===== src/rtl/fe_cmd_pkg.sv =====
package fe_cmd_pkg;

   ////////////////////////////////////////////////////////////////////////////
   // host command word

   localparam int CMD_W    = 32;
   localparam int OP_MSB   = 31;                        // opcode field
   localparam int OP_LSB   = 28;
   localparam int TGT_MSB  = 27;                        // spi target, xfer only
   localparam int TGT_LSB  = 26;
   localparam int DATA_MSB = 15;                        // spi word or tx sample
   localparam int DATA_LSB = 0;
   localparam int DATA_W   = DATA_MSB - DATA_LSB + 1;

   typedef enum logic [3:0] {
      OP_NOP      = 4'h0,
      OP_SPI_XFER = 4'h1,
      OP_RX_READ  = 4'h2,                               // latest adc i/q pair
      OP_TX_SET_I = 4'h3,
      OP_TX_SET_Q = 4'h4
   } cmd_op_e;

   ////////////////////////////////////////////////////////////////////////////
   // response word, opcode echo reuses the command position

   localparam int RESP_W  = 32;
   localparam int ERR_BIT = 27;
   localparam int PAY_MSB = 23;
   localparam int PAY_LSB = 0;
   localparam int PAY_W   = PAY_MSB - PAY_LSB + 1;

   localparam int ADC_W = 12;                           // ad9862 rx sample
   localparam int DAC_W = 14;                           // ad9862 tx sample
endpackage


===== src/rtl/fe_spi_pkg.sv =====
package fe_spi_pkg;

   ////////////////////////////////////////////////////////////////////////////
   // devices on the shared spi bus

   typedef enum logic [1:0] {
      TGT_CODEC = 2'd0,
      TGT_TX_DB = 2'd1,
      TGT_RX_DB = 2'd2                                  // code 3 has no device
   } spi_tgt_e;

   localparam int N_DEV = 3;

   ////////////////////////////////////////////////////////////////////////////
   // transfer shape, mode 0, msb first

   localparam int SPI_BITS  = 16;
   localparam int SPI_DIV   = 2;                        // clk cycles per half sclk
   localparam int BIT_CNT_W = $clog2(SPI_BITS);
   localparam int DIV_CNT_W = $clog2(SPI_DIV);

   localparam logic [BIT_CNT_W-1:0] BIT_LAST = BIT_CNT_W'(SPI_BITS - 1);
   localparam logic [DIV_CNT_W-1:0] DIV_LAST = DIV_CNT_W'(SPI_DIV - 1);

   typedef enum logic [1:0] {
      IDLE,
      SHIFT_LO,                                         // sclk low, mosi settles
      SHIFT_HI,                                         // sclk high, miso sampled
      DONE                                              // enable hold time
   } spi_state_e;
endpackage


===== src/rtl/cmd_decode.sv =====
`timescale 1ns/1ps

module cmd_decode (
   input  logic                               clk_fpga,
   input  logic                               reset_i,
   input  logic                               cmd_valid_i,
   input  logic [fe_cmd_pkg::CMD_W-1:0]       cmd_data_i,
   output logic                               cmd_ready_o,
   output logic                               dec_valid_o,
   input  logic                               dec_ready_i,
   output fe_cmd_pkg::cmd_op_e                dec_op_o,
   output fe_spi_pkg::spi_tgt_e               dec_tgt_o,
   output logic [fe_cmd_pkg::DATA_W-1:0]      dec_data_o,
   output logic                               dec_err_o
);

   logic [3:0] op_raw;
   logic [1:0] tgt_raw;
   logic       op_known;
   logic       bad_cmd;

   assign op_raw  = cmd_data_i[fe_cmd_pkg::OP_MSB:fe_cmd_pkg::OP_LSB];
   assign tgt_raw = cmd_data_i[fe_cmd_pkg::TGT_MSB:fe_cmd_pkg::TGT_LSB];

   always_comb
   begin
      case (op_raw)
         fe_cmd_pkg::OP_NOP,
         fe_cmd_pkg::OP_SPI_XFER,
         fe_cmd_pkg::OP_RX_READ,
         fe_cmd_pkg::OP_TX_SET_I,
         fe_cmd_pkg::OP_TX_SET_Q: op_known = 1'b1;
         default:                 op_known = 1'b0;  // reserved opcode
      endcase
   end

   // target only checked for spi, other opcodes ignore the field
   assign bad_cmd = !op_known ||
                    ((op_raw == fe_cmd_pkg::OP_SPI_XFER) && (tgt_raw >= fe_spi_pkg::N_DEV));

   assign cmd_ready_o = !dec_valid_o;                // single slot

   always_ff @(posedge clk_fpga)
   begin
      if (reset_i)
         dec_valid_o <= 1'b0;
      else if (cmd_valid_i && cmd_ready_o)
         dec_valid_o <= 1'b1;
      else if (dec_ready_i)
         dec_valid_o <= 1'b0;                        // execute took it
   end

   always_ff @(posedge clk_fpga)
   begin
      if (cmd_valid_i && cmd_ready_o)
      begin
         dec_op_o   <= fe_cmd_pkg::cmd_op_e'(op_raw);
         dec_tgt_o  <= fe_spi_pkg::spi_tgt_e'(tgt_raw);
         dec_data_o <= cmd_data_i[fe_cmd_pkg::DATA_MSB:fe_cmd_pkg::DATA_LSB];
         dec_err_o  <= bad_cmd;
      end
   end

   // a stalled command must not change under execute
   a_dec_hold: assert property (@(posedge clk_fpga) disable iff (reset_i)
      dec_valid_o && !dec_ready_i |=> dec_valid_o && $stable(dec_op_o));

endmodule


===== src/rtl/spi_engine.sv =====
`timescale 1ns/1ps

module spi_engine (
   input  logic                               clk_fpga,
   input  logic                               reset_i,
   input  logic                               dec_valid_i,
   output logic                               dec_ready_o,
   input  fe_cmd_pkg::cmd_op_e                dec_op_i,
   input  fe_spi_pkg::spi_tgt_e               dec_tgt_i,
   input  logic [fe_cmd_pkg::DATA_W-1:0]      dec_data_i,
   input  logic                               dec_err_i,
   output logic                               ex_valid_o,
   input  logic                               ex_ready_i,
   output fe_cmd_pkg::cmd_op_e                ex_op_o,
   output logic                               ex_err_o,
   output logic [fe_cmd_pkg::PAY_W-1:0]       ex_payload_o,
   input  logic [fe_cmd_pkg::ADC_W-1:0]       rx_i_i,
   input  logic [fe_cmd_pkg::ADC_W-1:0]       rx_q_i,
   output logic                               tx_i_load_o,
   output logic                               tx_q_load_o,
   output logic [fe_cmd_pkg::DAC_W-1:0]       tx_word_o,
   output logic                               sclk_codec_o,
   output logic                               sen_codec_o,
   output logic                               mosi_codec_o,
   input  logic                               miso_codec_i,
   output logic                               sclk_tx_db_o,
   output logic                               sen_tx_db_o,
   output logic                               mosi_tx_db_o,
   input  logic                               miso_tx_db_i,
   output logic                               sclk_rx_db_o,
   output logic                               sen_rx_db_o,
   output logic                               mosi_rx_db_o,
   input  logic                               miso_rx_db_i
);

   fe_spi_pkg::spi_state_e                state;
   logic [fe_spi_pkg::N_DEV-1:0]          sen_q;     // active low, one per device
   logic                                  sclk_q;
   logic [fe_spi_pkg::DIV_CNT_W-1:0]      div_cnt;
   logic [fe_spi_pkg::BIT_CNT_W-1:0]      bit_cnt;
   logic [fe_spi_pkg::SPI_BITS-1:0]       tx_sh;     // mosi is the msb
   logic [fe_spi_pkg::SPI_BITS-1:0]       rx_sh;
   logic                                  miso;
   logic                                  take;
   logic                                  div_end;
   logic                                  ok_cmd;

   assign take    = dec_valid_i && dec_ready_o;
   assign div_end = (div_cnt == fe_spi_pkg::DIV_LAST);
   assign ok_cmd  = take && !dec_err_i;

   // free output slot, or one leaving this cycle
   assign dec_ready_o = (state == fe_spi_pkg::IDLE) && (!ex_valid_o || ex_ready_i);

   ////////////////////////////////////////////////////////////////////////////
   // device routing, deselected devices see quiet lines

   assign sen_codec_o  = sen_q[fe_spi_pkg::TGT_CODEC];
   assign sen_tx_db_o  = sen_q[fe_spi_pkg::TGT_TX_DB];
   assign sen_rx_db_o  = sen_q[fe_spi_pkg::TGT_RX_DB];
   assign sclk_codec_o = sclk_q & ~sen_codec_o;
   assign sclk_tx_db_o = sclk_q & ~sen_tx_db_o;
   assign sclk_rx_db_o = sclk_q & ~sen_rx_db_o;
   assign mosi_codec_o = tx_sh[fe_spi_pkg::SPI_BITS-1] & ~sen_codec_o;
   assign mosi_tx_db_o = tx_sh[fe_spi_pkg::SPI_BITS-1] & ~sen_tx_db_o;
   assign mosi_rx_db_o = tx_sh[fe_spi_pkg::SPI_BITS-1] & ~sen_rx_db_o;
   assign miso = (~sen_codec_o & miso_codec_i) | (~sen_tx_db_o & miso_tx_db_i) |
                 (~sen_rx_db_o & miso_rx_db_i);

   ////////////////////////////////////////////////////////////////////////////
   // control FSM

   always_ff @(posedge clk_fpga)
   begin
      if (reset_i)
      begin
         state       <= fe_spi_pkg::IDLE;
         sen_q       <= '1;
         sclk_q      <= 1'b0;
         div_cnt     <= '0;
         bit_cnt     <= '0;
         ex_valid_o  <= 1'b0;
         tx_i_load_o <= 1'b0;
         tx_q_load_o <= 1'b0;
      end
      else
      begin
         tx_i_load_o <= ok_cmd && (dec_op_i == fe_cmd_pkg::OP_TX_SET_I);  // one cycle pulse
         tx_q_load_o <= ok_cmd && (dec_op_i == fe_cmd_pkg::OP_TX_SET_Q);
         if (ex_valid_o && ex_ready_i)
            ex_valid_o <= 1'b0;
         if (state != fe_spi_pkg::IDLE)
            div_cnt <= div_end ? '0 : div_cnt + 1'b1;
         case (state)
            fe_spi_pkg::IDLE:
               if (ok_cmd && (dec_op_i == fe_cmd_pkg::OP_SPI_XFER))
               begin
                  sen_q[dec_tgt_i] <= 1'b0;             // half period before first rise
                  state            <= fe_spi_pkg::SHIFT_LO;
               end
               else if (take)
                  ex_valid_o <= 1'b1;                   // read, set, nop and errors
            fe_spi_pkg::SHIFT_LO:
               if (div_end)
               begin
                  sclk_q <= 1'b1;
                  state  <= fe_spi_pkg::SHIFT_HI;
               end
            fe_spi_pkg::SHIFT_HI:
               if (div_end)
               begin
                  sclk_q  <= 1'b0;
                  bit_cnt <= bit_cnt + 1'b1;            // wraps to 0 after last bit
                  state   <= (bit_cnt == fe_spi_pkg::BIT_LAST) ? fe_spi_pkg::DONE
                                                               : fe_spi_pkg::SHIFT_LO;
               end
            default:
               if (div_end)
               begin
                  sen_q      <= '1;
                  ex_valid_o <= 1'b1;
                  state      <= fe_spi_pkg::IDLE;
               end
         endcase
      end
   end

   ////////////////////////////////////////////////////////////////////////////
   // shift registers and result payload

   always_ff @(posedge clk_fpga)
   begin
      if (take)
      begin
         ex_op_o   <= dec_op_i;
         ex_err_o  <= dec_err_i;
         tx_sh     <= dec_data_i;
         tx_word_o <= dec_data_i[fe_cmd_pkg::DAC_W-1:0];
         case (dec_op_i)
            fe_cmd_pkg::OP_RX_READ:
               ex_payload_o <= {rx_i_i, rx_q_i};
            fe_cmd_pkg::OP_TX_SET_I,
            fe_cmd_pkg::OP_TX_SET_Q:
               ex_payload_o <= {{(fe_cmd_pkg::PAY_W - fe_cmd_pkg::DAC_W){1'b0}},
                                dec_data_i[fe_cmd_pkg::DAC_W-1:0]};      // echo
            default:
               ex_payload_o <= '0;
         endcase
      end
      if ((state == fe_spi_pkg::SHIFT_LO) && div_end)
         rx_sh <= {rx_sh[fe_spi_pkg::SPI_BITS-2:0], miso};              // rising edge
      if ((state == fe_spi_pkg::SHIFT_HI) && div_end)
         tx_sh <= {tx_sh[fe_spi_pkg::SPI_BITS-2:0], 1'b0};              // falling edge
      if ((state == fe_spi_pkg::DONE) && div_end)
         ex_payload_o <= {{(fe_cmd_pkg::PAY_W - fe_spi_pkg::SPI_BITS){1'b0}}, rx_sh};
   end

   // shared bus, never two devices selected
   a_one_sen: assert property (@(posedge clk_fpga) disable iff (reset_i)
      $onehot0(~sen_q) && ((sen_q == '1) || (state != fe_spi_pkg::IDLE)));

endmodule


===== src/rtl/radio_datapath.sv =====
`timescale 1ns/1ps

module radio_datapath (
   input  logic                               clk_fpga,
   input  logic                               reset_i,
   input  logic [fe_cmd_pkg::ADC_W-1:0]       adc_a_i,
   input  logic [fe_cmd_pkg::ADC_W-1:0]       adc_b_i,
   input  logic                               rxsync0_i,
   output logic [fe_cmd_pkg::ADC_W-1:0]       rx_i_o,
   output logic [fe_cmd_pkg::ADC_W-1:0]       rx_q_o,
   input  logic                               tx_i_load_i,
   input  logic                               tx_q_load_i,
   input  logic [fe_cmd_pkg::DAC_W-1:0]       tx_word_i,
   output logic [fe_cmd_pkg::DAC_W-1:0]       dac_d0_o,
   output logic [fe_cmd_pkg::DAC_W-1:0]       dac_d1_o
);

   logic [fe_cmd_pkg::DAC_W-1:0] tx_i;
   logic [fe_cmd_pkg::DAC_W-1:0] tx_q;

   ////////////////////////////////////////////////////////////////////////////
   // rx deinterleave
   // the codec sends i and q on alternate clock phases, sync marks
   // which phase carries i

   always_ff @(posedge clk_fpga)
   begin
      if (rxsync0_i)
      begin
         rx_i_o <= adc_a_i;                          // i on rising phase
         rx_q_o <= adc_b_i;
      end
      else
      begin
         rx_i_o <= adc_b_i;                          // swapped
         rx_q_o <= adc_a_i;
      end
   end

   ////////////////////////////////////////////////////////////////////////////
   // tx words, held until the next set

   always_ff @(posedge clk_fpga)
   begin
      if (reset_i)
      begin
         tx_i <= '0;                                 // dac idles at midscale code 0
         tx_q <= '0;
      end
      else
      begin
         if (tx_i_load_i)
            tx_i <= tx_word_i;
         if (tx_q_load_i)
            tx_q <= tx_word_i;
      end
   end

   assign dac_d0_o = tx_i;                           // phase 0 to external ddr cell
   assign dac_d1_o = tx_q;                           // phase 1

endmodule


===== src/rtl/resp_format.sv =====
`timescale 1ns/1ps

module resp_format (
   input  logic                               clk_fpga,
   input  logic                               reset_i,
   input  logic                               ex_valid_i,
   output logic                               ex_ready_o,
   input  fe_cmd_pkg::cmd_op_e                ex_op_i,
   input  logic                               ex_err_i,
   input  logic [fe_cmd_pkg::PAY_W-1:0]       ex_payload_i,
   output logic                               resp_valid_o,
   output logic [fe_cmd_pkg::RESP_W-1:0]      resp_data_o,
   input  logic                               resp_ready_i
);

   logic [fe_cmd_pkg::RESP_W-1:0] resp_next;

   always_comb
   begin
      resp_next                                      = '0;    // spare bits stay 0
      resp_next[fe_cmd_pkg::OP_MSB:fe_cmd_pkg::OP_LSB] = ex_op_i;
      resp_next[fe_cmd_pkg::ERR_BIT]                 = ex_err_i;
      if (!ex_err_i)
         resp_next[fe_cmd_pkg::PAY_MSB:fe_cmd_pkg::PAY_LSB] = ex_payload_i;
   end

   // accept when empty or when the host drains this cycle
   assign ex_ready_o = !resp_valid_o || resp_ready_i;

   always_ff @(posedge clk_fpga)
   begin
      if (reset_i)
         resp_valid_o <= 1'b0;
      else if (ex_valid_i && ex_ready_o)
         resp_valid_o <= 1'b1;
      else if (resp_ready_i)
         resp_valid_o <= 1'b0;
   end

   always_ff @(posedge clk_fpga)
   begin
      if (ex_valid_i && ex_ready_o)
         resp_data_o <= resp_next;
   end

   // host back-pressure must see a frozen word
   a_resp_hold: assert property (@(posedge clk_fpga) disable iff (reset_i)
      resp_valid_o && !resp_ready_i |=> resp_valid_o && $stable(resp_data_o));

endmodule


===== src/rtl/frontend_top.sv =====
`timescale 1ns/1ps

module frontend_top (
   input  logic                               clk_fpga,
   input  logic                               reset_i,
   input  logic                               cmd_valid_i,
   input  logic [fe_cmd_pkg::CMD_W-1:0]       cmd_data_i,
   output logic                               cmd_ready_o,
   output logic                               resp_valid_o,
   output logic [fe_cmd_pkg::RESP_W-1:0]      resp_data_o,
   input  logic                               resp_ready_i,
   output logic                               sclk_codec_o,
   output logic                               sen_codec_o,
   output logic                               mosi_codec_o,
   input  logic                               miso_codec_i,
   output logic                               sclk_tx_db_o,
   output logic                               sen_tx_db_o,
   output logic                               mosi_tx_db_o,
   input  logic                               miso_tx_db_i,
   output logic                               sclk_rx_db_o,
   output logic                               sen_rx_db_o,
   output logic                               mosi_rx_db_o,
   input  logic                               miso_rx_db_i,
   input  logic [fe_cmd_pkg::ADC_W-1:0]       adc_a_i,
   input  logic [fe_cmd_pkg::ADC_W-1:0]       adc_b_i,
   input  logic                               rxsync0_i,
   output logic [fe_cmd_pkg::DAC_W-1:0]       dac_d0_o,
   output logic [fe_cmd_pkg::DAC_W-1:0]       dac_d1_o
);

   ////////////////////////////////////////////////////////////////////////////
   // stage links

   logic                              dec_valid, dec_ready, dec_err;
   fe_cmd_pkg::cmd_op_e               dec_op;
   fe_spi_pkg::spi_tgt_e              dec_tgt;
   logic [fe_cmd_pkg::DATA_W-1:0]     dec_data;
   logic                              ex_valid, ex_ready, ex_err;
   fe_cmd_pkg::cmd_op_e               ex_op;
   logic [fe_cmd_pkg::PAY_W-1:0]      ex_payload;
   logic                              tx_i_load, tx_q_load;
   logic [fe_cmd_pkg::DAC_W-1:0]      tx_word;
   logic [fe_cmd_pkg::ADC_W-1:0]      rx_i, rx_q;

   cmd_decode cmd_decode_inst (
      .clk_fpga, .reset_i, .cmd_valid_i, .cmd_data_i, .cmd_ready_o,
      .dec_valid_o(dec_valid), .dec_ready_i(dec_ready), .dec_op_o(dec_op),
      .dec_tgt_o(dec_tgt), .dec_data_o(dec_data), .dec_err_o(dec_err));

   spi_engine spi_engine_inst (
      .clk_fpga, .reset_i,
      .dec_valid_i(dec_valid), .dec_ready_o(dec_ready), .dec_op_i(dec_op),
      .dec_tgt_i(dec_tgt), .dec_data_i(dec_data), .dec_err_i(dec_err),
      .ex_valid_o(ex_valid), .ex_ready_i(ex_ready), .ex_op_o(ex_op),
      .ex_err_o(ex_err), .ex_payload_o(ex_payload),
      .rx_i_i(rx_i), .rx_q_i(rx_q),
      .tx_i_load_o(tx_i_load), .tx_q_load_o(tx_q_load), .tx_word_o(tx_word),
      .sclk_codec_o, .sen_codec_o, .mosi_codec_o, .miso_codec_i,
      .sclk_tx_db_o, .sen_tx_db_o, .mosi_tx_db_o, .miso_tx_db_i,
      .sclk_rx_db_o, .sen_rx_db_o, .mosi_rx_db_o, .miso_rx_db_i);

   radio_datapath radio_datapath_inst (
      .clk_fpga, .reset_i, .adc_a_i, .adc_b_i, .rxsync0_i,
      .rx_i_o(rx_i), .rx_q_o(rx_q),
      .tx_i_load_i(tx_i_load), .tx_q_load_i(tx_q_load), .tx_word_i(tx_word),
      .dac_d0_o, .dac_d1_o);

   resp_format resp_format_inst (
      .clk_fpga, .reset_i,
      .ex_valid_i(ex_valid), .ex_ready_o(ex_ready), .ex_op_i(ex_op),
      .ex_err_i(ex_err), .ex_payload_i(ex_payload),
      .resp_valid_o, .resp_data_o, .resp_ready_i);

endmodule


===== config.mk =====
export PLATFORM = sky130hd
export DESIGN_NAME = frontend_top
export DESIGN_NICKNAME = d
export VERILOG_FILES = /design/src/rtl/fe_cmd_pkg.sv /design/src/rtl/fe_spi_pkg.sv /design/src/rtl/cmd_decode.sv /design/src/rtl/spi_engine.sv /design/src/rtl/radio_datapath.sv /design/src/rtl/resp_format.sv /design/src/rtl/frontend_top.sv
export SDC_FILE = /design/constraint.sdc
export NUM_CORES = 1
export LEC_CHECK = 0
export BUFFER_PORTS_ARGS = -buffer_cell sky130_fd_sc_hd__buf_2
export CAP_MARGIN = 5
export CORE_MARGIN = 2
export CORE_UTILIZATION = 25
export DETAILED_ROUTE_END_ITERATION = 10
export PLACE_DENSITY_LB_ADDON = 0.25
export RECOVER_POWER = 100
export SLEW_MARGIN = 20
export SYNTH_ARGS = -nofsm -noshare
export SYNTH_HDL_FRONTEND = slang
export SYNTH_SLANG_ARGS = --single-unit

===== constraint.sdc =====
create_clock -name clk_fpga -period 2.97 [get_ports clk_fpga]
set_clock_uncertainty 0.15 [all_clocks]
set_input_delay 0.297 -clock clk_fpga [delete_from_list [all_inputs] [get_ports clk_fpga]]
set_output_delay 0.297 -clock clk_fpga [all_outputs]
set_load 0.01 [all_outputs]

==> metrics.cfg <==
[outcome]
status = finished with violations
violations = capacitance limit, slew limit

[grt]
grt_pass1_vias = 4562
grt_pass1_wl_um = 27300
track_usage = 0.120
antenna_found_initial = 0
grt_max_degree = 42
gr-total-overflow = 0

[run]
maxCapViolCount = 1

[timing]
tightest_slew_ps = 1930
final_max_slew_viol_count = 42
fin_setup_tns_ps = 0
relSlewSlack = -0.287
finalSetupViolCount = 0
hold_viol = 0
timing.final.crit_period_ps = 2350
rsz0062_at_grt = false
fmax_mhz = 426
worst_hold_slack_ps = 44.7
finalCritPeriodShare = 0.791

[critical_path]
worst_ep_arrival_time_ps = 2500
rr_startpoint = spi_engine_inst.state[0]$_SDFFE_PP0P_
critPathKind = register to register
critical_path_required_ps = 3120
worst-path-max-fanout = 27
cp_slowest_stage_delay_ps = 650
reg2reg_slack_ps = 620
crit_end = spi_engine_inst.ex_payload_o[22]$_SDFFE_PP0N_
worst_setup_path_start_kind = register
critPathSlowestCell = clkbuf_2
cp-end-kind = register
cp_common_cell = inv_1
r2r-end = spi_engine_inst.ex_payload_o[22]$_SDFFE_PP0N_
reg2regPathDepth = 7
cp_cell_sequence = inv_1, ha_1, nand3_1, inv_1, clkbuf_2, mux2i_1, nor2_1
crit_path_start = spi_engine_inst.state[0]$_SDFFE_PP0P_

[synthesis]
synth_cells = 551
async_reset_ff_frac = 0
ys_warn_count = 0
synth_most_common_cell = edfxtp_1
yosys.area.top_type_share = 0.488
ys_seq_area_frac = 0.700
synthFlopType = edfxtp_1
synth_area_per_cell_um2 = 13.2
synthDistinctLibCells = 45
syn_area_um2 = 7260
ys_top_cells_by_area = edfxtp_1 (49%), dfxtp_1 (21%), mux2i_1 (5.1%)
synth_seq_cells = 195
synth_edf_count = 118
yosys.area.top_type = edfxtp_1
synthTopCellsByCount = edfxtp_1 (118), dfxtp_1 (77), nand2_1 (60), nor2_1 (51), mux2i_1 (37)

[route]
drt-total-wl_um = 17900
drt_iter0_drc = 333
vias = 4655
wl_per_cell_um = 15.9
vias_per_cell = 4.13
dr.pass1.iters = 5
ant_nets = 0
drc = 0

[power]
switchingPower_uw = 1370
seq_power_share = 0.525
pwr-share-comb = 0.058
p_clk_frac = 0.418
p_int_uw = 4550
switching_share = 0.232
power_density_nw_per_um2 = 630
power_leakage_uw = 0.00330
p_total_uw = 5920
irDropWorstVdd_mv = 0.337

[layout]
nets = 800
regArea_um2 = 5080
stdcell_count = 1127
multiInputGateArea_um2 = 2000
area_growth_pct = 29.4
antenna_cells = 0
drive_above_1_share = 0.132
fill_cells = 2922

[die]
fp.coreArea_um2 = 28600
die_width_um = 174
die_y_um = 174
row_count = 62
initial_core_util = 0.254
die-area_um2 = 30400
io_pins = 135

[cts]
cts_tree = done
htreeDepth = 4
clkTransAtPathRegs_ps = 80
insertion_delay_ps = 430
cts.path.max_buffers = 2
cts_buffers = 17
cts-root-buf = clkbuf_16
numClockSinks = 195

[placement]
hpwl_um = 12200
place_inst = 1036
port_buffers = 121
gp_congestion = 0.741

[min_path]
worstHoldPathType = input pin to register

[repair_timing]
| item | CTS | global route |
|---|---|---|
| endpoints found under the hold margin | 47 | 0 |
| gates resized for setup | 0 | 0 |
| hold buffers | 59 | 0 |
| setup buffers | 0 | 0 |
[cell usage in the layout (no fill, tap or decap), drive strengths merged, types with 6 or more instances in the layout]
| cell type | netlist | final |
|---|---|---|
| edfxtp | 118 | 118 |
| mux2 | 24 | 24 |
| nor2 | 51 | 51 |
| clkinv | 0 | 6 |
| and2 | 11 | 11 |
| dfxtp | 77 | 77 |
| dlygate4sd3 | 0 | 59 |
| a22oi | 14 | 14 |
| buf | 6 | 39 |
| mux2i | 37 | 37 |
| inv | 11 | 16 |
| o21ai | 34 | 34 |
| ha | 6 | 6 |
| nor2b | 32 | 32 |
| nand2 | 60 | 60 |
| clkbuf | 27 | 110 |
[critical path, delay by kind of cell, from the launching register on]
kind | cells | cell delay [ps]
muxes | 1 | 260
buffers and inverters | 3 | 940
and+or+nand+nor | 2 | 180
adders and majority gates | 1 | 320
DFF | 1 | 340
[registers in the layout, indices dropped and copies added (netlist names), 3 cells and up]
register and flops:
spi_engine_inst.ex_payload_o 24, radio_datapath_inst.dac_d1_o 14, spi_engine_inst.tx_sh 16, radio_datapath_inst.dac_d0_o 14, spi_engine_inst.rx_sh 16, spi_engine_inst.tx_word_o 14, spi_engine_inst.ex_op_o 4, cmd_decode_inst.dec_data_o 16
spi_engine_inst.bit_cnt 4, resp_format_inst.resp_data_o 29, cmd_decode_inst.dec_op_o 4, radio_datapath_inst.rx_q_o 12, radio_datapath_inst.rx_i_o 12, spi_engine_inst.sen_q 3
[kinds of logic (layout without fill, tap and decap cells)]
logic type	Yosys count	in the layout	synth area share
other	1	3	0.000516
flip-flops	195	195	0.700
XOR/XNOR	4	4	0.00482
multiplexers	61	61	0.0882
AO/OA/AOI/OAI	64	64	0.0549
buffers and inverters	44	234	0.0251
adder cells (fa/ha/maj)	6	6	0.0103
AND/OR/NAND/NOR	176	176	0.116
[power groups by stage]
stage          clock network [µW]  registers (µW)  logic [µW]
5_1_grt                      2660            3120         380
3_5_place_dp                    0            3170         301
4_1_cts                      2540            3110         366
6_report                     2470            3110         342
3_3_place_gp                    0            3170         298
2_1_floorplan                   0            3120         167
[through the flow]
stage | util | worst slack [ps] | cell area (µm²)
global route | 0.328 | 399 | 9400
global placement | 0.291 | 881 | 8330
floorplan | - | 621 | 7270
CTS | 0.334 | 872 | 9570
detailed placement | 0.291 | 872 | 8330
finish | 0.328 | 622 | 9400
[how the worst min path moves through the flow]
stage | startpoint | endpoint | slack (ps) | cells past startpoint
CTS | resp_ready_i | resp_format_inst.resp_valid_o$_SDFFE_PP0P_ | 80 | 4
detailed placement | spi_engine_inst.ex_op_o[3]$_DFFE_PN_ | resp_format_inst.resp_data_o[31]$_DFFE_PP_ | 260 | 0
finish | resp_ready_i | resp_format_inst.resp_valid_o$_SDFFE_PP0P_ | 40 | 4
global route | resp_ready_i | resp_format_inst.resp_valid_o$_SDFFE_PP0P_ | 50 | 4
floorplan | cmd_data_i[0] | cmd_decode_inst.dec_data_o[0]$_DFFE_PP_ | 250 | 0
global placement | spi_engine_inst.ex_op_o[3]$_DFFE_PN_ | resp_format_inst.resp_data_o[31]$_DFFE_PP_ | 250 | 0
[area by class of cell]
cell class	count	area share
timing repair buffer	191	0.122
multi-input combinational	314	0.213
sequential	195	0.541
tap	384	0.0511
clock inverter	15	0.0233
clock buffer	17	0.0453
inverter	11	0.00439
[layer usage]
layer | track usage | up-vias | routed length, µm
met5 | 0 | - | 0
met4 | 0.0347 | 0 | 216
met3 | 0.0258 | 13 | 786
met2 | 0.192 | 122 | 8290
met1 | 0.165 | 2223 | 8630
li1 | - | 2297 | -
(Power assumes the default switching activity.)
